$ cat config.mk
export PLATFORM = sky130hd
export DESIGN_NAME = spi
export DESIGN_NICKNAME = d
export VERILOG_FILES = /design/src/verilog/spi_core_pkg.sv /design/src/verilog/spi_reg_pkg.sv /design/src/verilog/spi_ctrl_if.sv /design/src/verilog/spi.sv /design/src/verilog/spi_regs.sv /design/src/verilog/spi_engine.sv /design/src/verilog/spi_fifo.sv
export VERILOG_INCLUDE_DIRS = /design/src /design/src/verilog
export SDC_FILE = /design/constraint.sdc
export NUM_CORES = 1
export LEC_CHECK = 0
export BUFFER_PORTS_ARGS = -buffer_cell sky130_fd_sc_hd__buf_2
export CORE_MARGIN = 10
export CORE_UTILIZATION = 50
export CTS_CLUSTER_SIZE = 10
export DETAILED_ROUTE_END_ITERATION = 10
export PLACE_DENSITY = 0.69
export SLEW_MARGIN = 20
export SYNTH_ARGS = -nofsm -noshare
export SYNTH_HDL_FRONTEND = slang
export SYNTH_SLANG_ARGS = --single-unit
$ cat constraint.sdc
create_clock -name clk -period 4 [get_ports clk]
set_clock_uncertainty 0.1 [all_clocks]
set_input_delay 0.6 -clock clk [delete_from_list [all_inputs] [get_ports clk]]
set_output_delay 0.6 -clock clk [all_outputs]
set_load 0.02 [all_outputs]
$ cat src/verilog/spi_defs.svh
`ifndef SPI_DEFS_SVH
`define SPI_DEFS_SVH

// register map, byte offsets within the peripheral window
`define SPI_CR_OFFSET   12'h000
`define SPI_SR_OFFSET   12'h004
`define SPI_TDR_OFFSET  12'h008
`define SPI_RDR_OFFSET  12'h00c
`define SPI_CDR_OFFSET  12'h010
`define SPI_IER_OFFSET  12'h014
`define SPI_ISR_OFFSET  12'h018

`define SPI_ADDR_W      12      // decoded offset bits
`define SPI_FIFO_DEPTH  8       // entries per fifo
`define SPI_DATA_W      8       // one spi word

`endif
$ cat src/verilog/spi_core_pkg.sv
package spi_core_pkg;

// one transfer walks lead -> shift -> trail, then back to idle
typedef enum logic [1:0] {
    ST_IDLE,
    ST_LEAD,    // select low, sck still at cpol
    ST_SHIFT,   // sixteen sck edges
    ST_TRAIL    // select released for one half period
} engine_state_e;

endpackage

$ cat src/verilog/spi_reg_pkg.sv
`include "spi_defs.svh"

package spi_reg_pkg;

typedef enum logic [`SPI_ADDR_W-1:0] {
    REG_CR  = `SPI_CR_OFFSET,
    REG_SR  = `SPI_SR_OFFSET,
    REG_TDR = `SPI_TDR_OFFSET,
    REG_RDR = `SPI_RDR_OFFSET,
    REG_CDR = `SPI_CDR_OFFSET,
    REG_IER = `SPI_IER_OFFSET,
    REG_ISR = `SPI_ISR_OFFSET
} reg_addr_e;

typedef struct packed {
    logic [28:0] rsvd;
    logic        cpha;
    logic        cpol;
    logic        active_ss;  // 0 selects ss0, 1 selects ss1
} cr_t;

typedef struct packed {
    logic [27:0] rsvd;
    logic        rx_fifo_full;
    logic        rx_fifo_empty;
    logic        tx_fifo_full;
    logic        tx_fifo_empty;
} sr_t;

typedef logic [7:0] cdr_t;  // sck half period is value + 1 clocks

typedef struct packed {
    logic [30:0] rsvd;
    logic        txfeie;
} ier_t;

typedef struct packed {
    logic [30:0] rsvd;
    logic        txfef;
} isr_t;

typedef struct packed {
    cr_t                   cr;
    sr_t                   sr;
    logic [`SPI_DATA_W-1:0] tdr;  // last byte written
    logic [`SPI_DATA_W-1:0] rdr;  // head of rx fifo, 0 when empty
    cdr_t                  cdr;
    ier_t                  ier;
    isr_t                  isr;
} spi_regs_t;

endpackage

$ cat src/verilog/spi_ctrl_if.sv
`timescale 1ns/1ps
`include "spi_defs.svh"

interface spi_ctrl_if (
    input logic clk
);

    logic                   tx_push;
    logic [`SPI_DATA_W-1:0] tx_wdata;
    logic                   rx_pop;
    logic                   cpol;
    logic                   cpha;
    logic                   active_ss;
    spi_reg_pkg::cdr_t      divider;
    logic                   divider_load;   // one cycle pulse after a cdr write

    logic                   tx_full;
    logic                   tx_empty;
    logic                   rx_full;
    logic                   rx_empty;
    logic [`SPI_DATA_W-1:0] rx_rdata;       // rx fifo head

    modport regs (
        input  clk, tx_full, tx_empty, rx_full, rx_empty, rx_rdata,
        output tx_push, tx_wdata, rx_pop, cpol, cpha, active_ss, divider, divider_load
    );

    modport engine (
        input  clk, tx_push, tx_wdata, rx_pop, cpol, cpha, active_ss, divider, divider_load,
        output tx_full, tx_empty, rx_full, rx_empty, rx_rdata
    );

endinterface

$ cat src/verilog/spi.sv
`timescale 1ns/1ps
`include "spi_defs.svh"

module spi (
    input  logic                   clk,
    input  logic                   rst_n,
    input  logic                   wb_cyc,
    input  logic                   wb_stb,
    input  logic                   wb_we,
    input  logic [`SPI_ADDR_W-1:0] wb_adr,
    input  logic [31:0]            wb_dat_w,
    output logic [31:0]            wb_dat_r,
    output logic                   wb_ack,
    output logic                   wb_err,
    output logic                   irq,
    output logic                   sck,
    output logic                   mosi,
    input  logic                   miso,
    output logic                   ss0,
    output logic                   ss1
);

spi_ctrl_if ctrl_if (.clk);

spi_regs u_regs (
    .clk,
    .rst_n,
    .wb_cyc,
    .wb_stb,
    .wb_we,
    .wb_adr,
    .wb_dat_w,
    .wb_dat_r,
    .wb_ack,
    .wb_err,
    .irq,
    .ctrl(ctrl_if.regs)
);

spi_engine u_engine (
    .clk,
    .rst_n,
    .miso,
    .sck,
    .mosi,
    .ss0,
    .ss1,
    .ctrl(ctrl_if.engine)
);

endmodule

$ cat src/verilog/spi_regs.sv
`timescale 1ns/1ps
`include "spi_defs.svh"

module spi_regs (
    input  logic                   clk,
    input  logic                   rst_n,
    input  logic                   wb_cyc,
    input  logic                   wb_stb,
    input  logic                   wb_we,
    input  logic [`SPI_ADDR_W-1:0] wb_adr,
    input  logic [31:0]            wb_dat_w,
    output logic [31:0]            wb_dat_r,
    output logic                   wb_ack,
    output logic                   wb_err,
    output logic                   irq,
    spi_ctrl_if.regs               ctrl
);

spi_reg_pkg::spi_regs_t regs;
spi_reg_pkg::spi_regs_t regs_nxt;
spi_reg_pkg::reg_addr_e addr;
logic                   req;
logic                   addr_ok;
logic                   wr;
logic                   rd;
logic [31:0]            rd_word;

assign addr = spi_reg_pkg::reg_addr_e'(wb_adr);
assign req  = wb_cyc && wb_stb && !wb_ack && !wb_err;   // one answer per request
assign wr   = req && addr_ok && wb_we;
assign rd   = req && addr_ok && !wb_we;

assign irq = regs.ier.txfeie & regs.isr.txfef;

assign ctrl.tx_wdata  = regs.tdr;
assign ctrl.cpol      = regs.cr.cpol;
assign ctrl.cpha      = regs.cr.cpha;
assign ctrl.active_ss = regs.cr.active_ss;
assign ctrl.divider   = regs.cdr;

always_comb begin
    case (addr)
        spi_reg_pkg::REG_CR,
        spi_reg_pkg::REG_SR,
        spi_reg_pkg::REG_TDR,
        spi_reg_pkg::REG_RDR,
        spi_reg_pkg::REG_CDR,
        spi_reg_pkg::REG_IER,
        spi_reg_pkg::REG_ISR: addr_ok = 1'b1;
        default:              addr_ok = 1'b0;
    endcase
end

always_comb begin
    regs_nxt = regs;

    if (wr) begin
        case (addr)
            spi_reg_pkg::REG_CR:  regs_nxt.cr  = spi_reg_pkg::cr_t'({29'b0, wb_dat_w[2:0]});
            spi_reg_pkg::REG_TDR: regs_nxt.tdr = wb_dat_w[`SPI_DATA_W-1:0];
            spi_reg_pkg::REG_CDR: regs_nxt.cdr = wb_dat_w[7:0];
            spi_reg_pkg::REG_IER: regs_nxt.ier = spi_reg_pkg::ier_t'({31'b0, wb_dat_w[0]});
            spi_reg_pkg::REG_ISR: begin
                if (wb_dat_w[0])
                    regs_nxt.isr.txfef = 1'b0;          // write 1 to clear
            end
            default: ;                                  // sr and rdr are read only
        endcase
    end

    regs_nxt.sr.tx_fifo_empty = ctrl.tx_empty;
    regs_nxt.sr.tx_fifo_full  = ctrl.tx_full;
    regs_nxt.sr.rx_fifo_empty = ctrl.rx_empty;
    regs_nxt.sr.rx_fifo_full  = ctrl.rx_full;

    regs_nxt.rdr = ctrl.rx_empty ? '0 : ctrl.rx_rdata;

    // tx fifo just drained, wins over a clear in the same cycle
    if (!regs.sr.tx_fifo_empty && ctrl.tx_empty)
        regs_nxt.isr.txfef = 1'b1;
end

always_comb begin
    case (addr)
        spi_reg_pkg::REG_CR:  rd_word = regs.cr;
        spi_reg_pkg::REG_SR:  rd_word = regs.sr;
        spi_reg_pkg::REG_TDR: rd_word = {24'b0, regs.tdr};
        spi_reg_pkg::REG_RDR: rd_word = {24'b0, regs_nxt.rdr};  // head before the pop
        spi_reg_pkg::REG_CDR: rd_word = {24'b0, regs.cdr};
        spi_reg_pkg::REG_IER: rd_word = regs.ier;
        spi_reg_pkg::REG_ISR: rd_word = regs.isr;
        default:              rd_word = '0;
    endcase
end

always_ff @(posedge clk or negedge rst_n) begin
    if (!rst_n) begin
        regs                  <= '0;
        regs.sr.tx_fifo_empty <= 1'b1;
        regs.sr.rx_fifo_empty <= 1'b1;
        wb_ack                <= 1'b0;
        wb_err                <= 1'b0;
        wb_dat_r              <= '0;
        ctrl.tx_push          <= 1'b0;
        ctrl.rx_pop           <= 1'b0;
        ctrl.divider_load     <= 1'b0;
    end else begin
        regs              <= regs_nxt;
        wb_ack            <= req && addr_ok;
        wb_err            <= req && !addr_ok;
        ctrl.tx_push      <= wr && (addr == spi_reg_pkg::REG_TDR);
        ctrl.rx_pop       <= rd && (addr == spi_reg_pkg::REG_RDR);
        ctrl.divider_load <= wr && (addr == spi_reg_pkg::REG_CDR);
        if (rd)
            wb_dat_r <= rd_word;
    end
end

endmodule

$ cat src/verilog/spi_engine.sv
`timescale 1ns/1ps
`include "spi_defs.svh"

module spi_engine (
    input  logic       clk,
    input  logic       rst_n,
    input  logic       miso,
    output logic       sck,
    output logic       mosi,
    output logic       ss0,
    output logic       ss1,
    spi_ctrl_if.engine ctrl
);

spi_core_pkg::engine_state_e state;
spi_reg_pkg::cdr_t           div_q;      // divider in use
spi_reg_pkg::cdr_t           hp_cnt;     // half period down counter
logic [3:0]                  edge_cnt;
logic [`SPI_DATA_W-1:0]      tx_sr;
logic [`SPI_DATA_W-1:0]      rx_sr;
logic [`SPI_DATA_W-1:0]      tx_head;
logic                        ss_sel;
logic                        sck_phase;
logic                        tick;
logic                        active;
logic                        start;
logic                        sck_edge;
logic                        sample_edge;
logic                        shift_edge;
logic                        tx_pop;
logic                        rx_push;

spi_fifo #(
    .DEPTH(`SPI_FIFO_DEPTH)
) tx_fifo (
    .clk,
    .rst_n,
    .push(ctrl.tx_push),
    .pop(tx_pop),
    .wdata(ctrl.tx_wdata),
    .rdata(tx_head),
    .full(ctrl.tx_full),
    .empty(ctrl.tx_empty)
);

spi_fifo #(
    .DEPTH(`SPI_FIFO_DEPTH)
) rx_fifo (
    .clk,
    .rst_n,
    .push(rx_push),
    .pop(ctrl.rx_pop),
    .wdata(rx_sr),
    .rdata(ctrl.rx_rdata),
    .full(ctrl.rx_full),
    .empty(ctrl.rx_empty)
);

// a full rx fifo keeps the engine parked
assign start = (state == spi_core_pkg::ST_IDLE) && !ctrl.tx_empty && !ctrl.rx_full;
assign tick  = (state != spi_core_pkg::ST_IDLE) && (hp_cnt == '0);

assign sck_edge = (state == spi_core_pkg::ST_SHIFT) && tick;

// cpha 0 samples on even edges, cpha 1 on odd ones
assign sample_edge = sck_edge && (edge_cnt[0] == ctrl.cpha);
// the first edge never shifts, bit 7 is already on mosi from lead
assign shift_edge  = sck_edge && (edge_cnt[0] != ctrl.cpha) && (edge_cnt != 4'd0);

// byte is done once the trail half period expires
assign tx_pop  = (state == spi_core_pkg::ST_TRAIL) && tick;
assign rx_push = tx_pop;

assign active = (state == spi_core_pkg::ST_LEAD) || (state == spi_core_pkg::ST_SHIFT);
assign ss0    = !(active && !ss_sel);
assign ss1    = !(active && ss_sel);
assign sck    = ctrl.cpol ^ sck_phase;   // idles at cpol
assign mosi   = active && tx_sr[`SPI_DATA_W-1];

always_ff @(posedge clk or negedge rst_n) begin
    if (!rst_n) begin
        state     <= spi_core_pkg::ST_IDLE;
        div_q     <= '0;
        hp_cnt    <= '0;
        edge_cnt  <= '0;
        ss_sel    <= 1'b0;
        sck_phase <= 1'b0;
    end else begin
        if (ctrl.divider_load)
            div_q <= ctrl.divider;

        if (state == spi_core_pkg::ST_IDLE || tick)
            hp_cnt <= div_q;
        else
            hp_cnt <= hp_cnt - 1'b1;

        case (state)
            spi_core_pkg::ST_IDLE: begin
                if (start) begin
                    state    <= spi_core_pkg::ST_LEAD;
                    ss_sel   <= ctrl.active_ss;
                    edge_cnt <= '0;
                end
            end
            spi_core_pkg::ST_LEAD: begin
                if (tick)
                    state <= spi_core_pkg::ST_SHIFT;
            end
            spi_core_pkg::ST_SHIFT: begin
                if (tick) begin
                    sck_phase <= ~sck_phase;
                    edge_cnt  <= edge_cnt + 1'b1;
                    if (edge_cnt == 4'd15)
                        state <= spi_core_pkg::ST_TRAIL;   // sck back at cpol
                end
            end
            spi_core_pkg::ST_TRAIL: begin
                if (tick)
                    state <= spi_core_pkg::ST_IDLE;
            end
            default: state <= spi_core_pkg::ST_IDLE;
        endcase
    end
end

always_ff @(posedge clk) begin
    if (start)
        tx_sr <= tx_head;                                // msb first
    else if (shift_edge)
        tx_sr <= {tx_sr[`SPI_DATA_W-2:0], 1'b0};
    if (sample_edge)
        rx_sr <= {rx_sr[`SPI_DATA_W-2:0], miso};
end

endmodule

$ cat src/verilog/spi_fifo.sv
`timescale 1ns/1ps
`include "spi_defs.svh"

module spi_fifo #(
    parameter int DEPTH = 8
) (
    input  logic                   clk,
    input  logic                   rst_n,
    input  logic                   push,
    input  logic                   pop,
    input  logic [`SPI_DATA_W-1:0] wdata,
    output logic [`SPI_DATA_W-1:0] rdata,
    output logic                   full,
    output logic                   empty
);

localparam int PTR_W = (DEPTH > 1) ? $clog2(DEPTH) : 1;
localparam int CNT_W = $clog2(DEPTH + 1);

logic [`SPI_DATA_W-1:0] mem [DEPTH];
logic [PTR_W-1:0]       wr_ptr;
logic [PTR_W-1:0]       rd_ptr;
logic [CNT_W-1:0]       count;
logic                   do_push;
logic                   do_pop;

assign full    = (count == CNT_W'(DEPTH));
assign empty   = (count == '0);
assign do_push = push && !full;     // overflow is dropped
assign do_pop  = pop && !empty;     // underflow is ignored
assign rdata   = mem[rd_ptr];

always_ff @(posedge clk or negedge rst_n) begin
    if (!rst_n) begin
        wr_ptr <= '0;
        rd_ptr <= '0;
        count  <= '0;
    end else begin
        if (do_push)
            wr_ptr <= (wr_ptr == PTR_W'(DEPTH - 1)) ? '0 : wr_ptr + 1'b1;
        if (do_pop)
            rd_ptr <= (rd_ptr == PTR_W'(DEPTH - 1)) ? '0 : rd_ptr + 1'b1;
        if (do_push && !do_pop)
            count <= count + 1'b1;
        else if (do_pop && !do_push)
            count <= count - 1'b1;
    end
end

always_ff @(posedge clk) begin
    if (do_push)
        mem[wr_ptr] <= wdata;
end

endmodule

==> results.py <==
metrics = {
    "outcome": {
        "status": "complete, no violations",
    },
    "routing": {
        "routed_wl_um": 18900,
        "drt_iter0_markers": 320,
        "drt-vias-per-instance": 5.52,
        "ant_nets": 0,
        "drt_first_pass_iters": 4,
        "wl_per_cell_um": 19.4,
        "vias": 5385,
        "drc_errors": 0,
    },
    "floorplanning": {
        "initial_core_util": 0.515,
        "chipWidth_um": 159,
        "num_rows": 50,
        "ios": 89,
        "fp.coreArea_um2": 18900,
        "die_h_um": 159,
        "dieArea_um2": 25400,
    },
    "cts": {
        "cts_sinks": 226,
        "cts-resized-gates": 0,
        "postCtsSetupRepairBufs": 0,
        "cts_tree": "built",
        "root_buffer": "clkbuf_16",
        "clk-insertion-delay-late_ns": 0.52,
        "cts_made_buffers": 26,
        "htreeDepth": 1,
        "hold_buffers": 0,
        "path_clk_slew_ns": 0.06,
        "clockBufferDepth": 3,
    },
    "timing": {
        "setup_viol": 0,
        "maxSlewHeadroom": 0.382,
        "fin_crit_ns": 3.38,
        "finalHoldViolCount": 0,
        "rsz0062_at_grt": "no",
        "fin_setup_tns_ns": 0,
        "clock.fmax_mhz": 296,
        "fin_hold_ws_ns": 0.0212,
        "slew_violations": 0,
        "tightest_slew_ns": 0.920,
        "fin_crit_sh": 0.844,
    },
    "critical_path": {
        "cpMostUsedCell": "ha_1",
        "r2r-start": "u_engine.hp_cnt[0]",
        "cp_top_family": "simple AND/OR/NAND/NOR gates",
        "worstSetupPathType": "reg2reg",
        "crit_arrival_ns": 3.68,
        "r2r_cells": 13,
        "cp.required_ns": 4.30,
        "critPathMaxFanout": 5,
        "worstSetupEndpointType": "flop",
        "cp_slowest_cell": "or3b_1",
        "reg2reg_slack_ns": 0.62,
        "cp_slowest_stage_delay_ns": 0.46,
        "worstSetupStartpointType": "flop",
        "r2r-end": "u_engine.tx_fifo.count[3]",
        "path_depth": 13,
        "worstPathCellList": "inv_1 > ha_1 > or3b_1 > nor4b_4 > nand3_1 > ha_1 > inv_1 > ha_1 > a21o_1 > a21oi_1 > xnor2_1 > nor2_1 > xor2_1",
        "critPathBufInv": 2,
    },
    "logic_synthesis": {
        "synth_top_area_share": 0.445,
        "avgSynthCellArea_um2": 15.2,
        "ys_types": 61,
        "synthTopCellsByArea": "edfxtp_1, dfrtp_1, mux4_2, mux2_2, ha_1",
        "synthesis.area_um2": 9720,
        "synth_enable_flop_cells": 144,
        "ys_seq_area_frac": 0.656,
        "ys_seq_elements": 226,
        "synth_top_area_cell": "edfxtp_1",
        "yosys_warnings": 0,
        "async_flop_share": 0.363,
        "synth_cells": 638,
        "synthFlopType": "edfxtp_1",
    },
    "placed_design": {
        "gp_congestion": 0.783,
        "io_buffer_count": 40,
        "dpl_cell_area_um2": 10200,
        "dpl.hpwl_um": 13200,
        "placedCellCount": 930,
    },
    "pwr": {
        "peakVddDrop_uv": 392,
        "power_mw": 5.48,
        "power.leakage_nw": 4.11,
        "powerDensity_nw_per_um2": 501,
    },
    "layout": {
        "stdcell_count": 976,
        "area_growth_pct": 12.6,
        "n_antenna_cell": 0,
        "final_common_cell": "edfxtp_1",
        "final_cell_mix": "edfxtp_1, dfrtp_1, nand2_1",
        "drive_gt1_frac": 0.239,
        "nets": 771,
        "fillers": 1450,
        "fin_area_um2": 10900,
    },
    "global_route": {
        "grt_max_degree": 83,
        "grt.total_usage": 0.148,
        "grt_pass1_wl_um": 30600,
        "grt_pass1_vias": 5620,
        "antenna_found_initial": 0,
        "grt_overflow": 0,
    },
    "min_path": {
        "hold_path.class": "in2async",
    },
    "run": {
        "maxCapViolCount": 0,
    },
}
Yosys cell counts, drive strengths merged, types with 7 or more instances:
| cell | instances |
|---|---|
| o22a | 8 |
| buf | 35 |
| o31ai | 7 |
| clkbuf | 12 |
| nand3 | 10 |
| xnor2 | 11 |
| a21oi | 22 |
| inv | 19 |
| nand2b | 12 |
| nor3 | 14 |
| nand2 | 48 |
| dfrtp | 80 |
| edfxtp | 144 |
| nor2 | 25 |
| mux2 | 36 |
| mux2i | 11 |
| mux4 | 32 |
| ha | 21 |
| o21ai | 15 |
| nor4 | 7 |
logic make-up (layout without fill, tap and decap cells):
kind of cell               count (synthesis)  in the layout  synth area share
muxes                                     79             79             0.127
DFF                                      226            226             0.656
buffers and inverters                     66            121            0.0356
AOI/OAI and AO/OA                         74             74            0.0492
and+or+nand+nor                          153            153            0.0861
xor gates and xnor gates                  16             16            0.0144
adders and majority gates                 23             23            0.0311
other                                      1             24          0.000386
flip-flops by register name (all words and copies together), names as in the netlist, 3 cells and up:
signal / count
u_engine.rx_fifo.wr_ptr: 3
u_regs.regs: 6
u_engine.tx_fifo.rd_ptr: 3
u_engine.div_q: 8
u_engine.rx_fifo.rd_ptr: 3
u_engine.tx_fifo.count: 4
u_engine.tx_fifo.mem: 64
u_engine.tx_sr: 8
u_engine.edge_cnt: 4
u_engine.rx_fifo.mem: 64
u_engine.rx_sr: 8
u_regs.ctrl.divider: 8
u_engine.hp_cnt: 8
u_regs.ctrl.tx_wdata: 8
u_engine.tx_fifo.wr_ptr: 3
u_engine.rx_fifo.count: 4
u_regs.wb_dat_r: 8
metrics by stage:
stage | utilization | worst slack [ns]
CTS | 0.579 | 0.594
global placement | 0.539 | 0.710
floorplan | - | 0.819
finish | 0.579 | 0.623
detailed placement | 0.539 | 0.585
global route | 0.579 | 0.322
layout make-up:
class / count / area, um^2 / share of cell area
repair buffers: 56 / 327 / 0.0298
clock inverters: 1 / 16.3 / 0.00149
multi-input cells: 369 / 3080 / 0.282
clock buffers: 45 / 742 / 0.0678
well taps: 260 / 325 / 0.0297
inverters: 19 / 71.3 / 0.00652
flip-flops and latches: 226 / 6380 / 0.583
power breakdown:
group          total (mW)  leakage [nW]  switching [mW]  internal (mW)
combinational       0.662          1.49           0.383          0.279
sequential           2.72          2.26           0.125           2.60
clock                2.10         0.362           0.849           1.25
worst max path at each step:
stage / slack (ns) / from / endpoint
after CTS: 0.59 / u_engine.hp_cnt[0] / u_engine.tx_fifo.count[3]
after floorplan: 0.82 / u_engine.hp_cnt[0] / u_engine.rx_fifo.count[3]
after global routing: 0.32 / u_engine.hp_cnt[0] / u_engine.rx_fifo.count[3]
after global placement: 0.71 / u_engine.hp_cnt[0] / u_engine.rx_fifo.count[3]
after detailed placement: 0.58 / u_engine.hp_cnt[0] / u_engine.tx_fifo.count[3]
final: 0.62 / u_engine.hp_cnt[0] / u_engine.tx_fifo.count[3]
per-layer routing:
metal	share of wire	vias up	track usage
met4	0.013	0	0.0312
met2	0.51	112	0.250
met3	0.049	22	0.0281
li1	-	2485	-
met5	0	-	0
met1	0.43	2766	0.195
(Power assumes the default switching activity.)
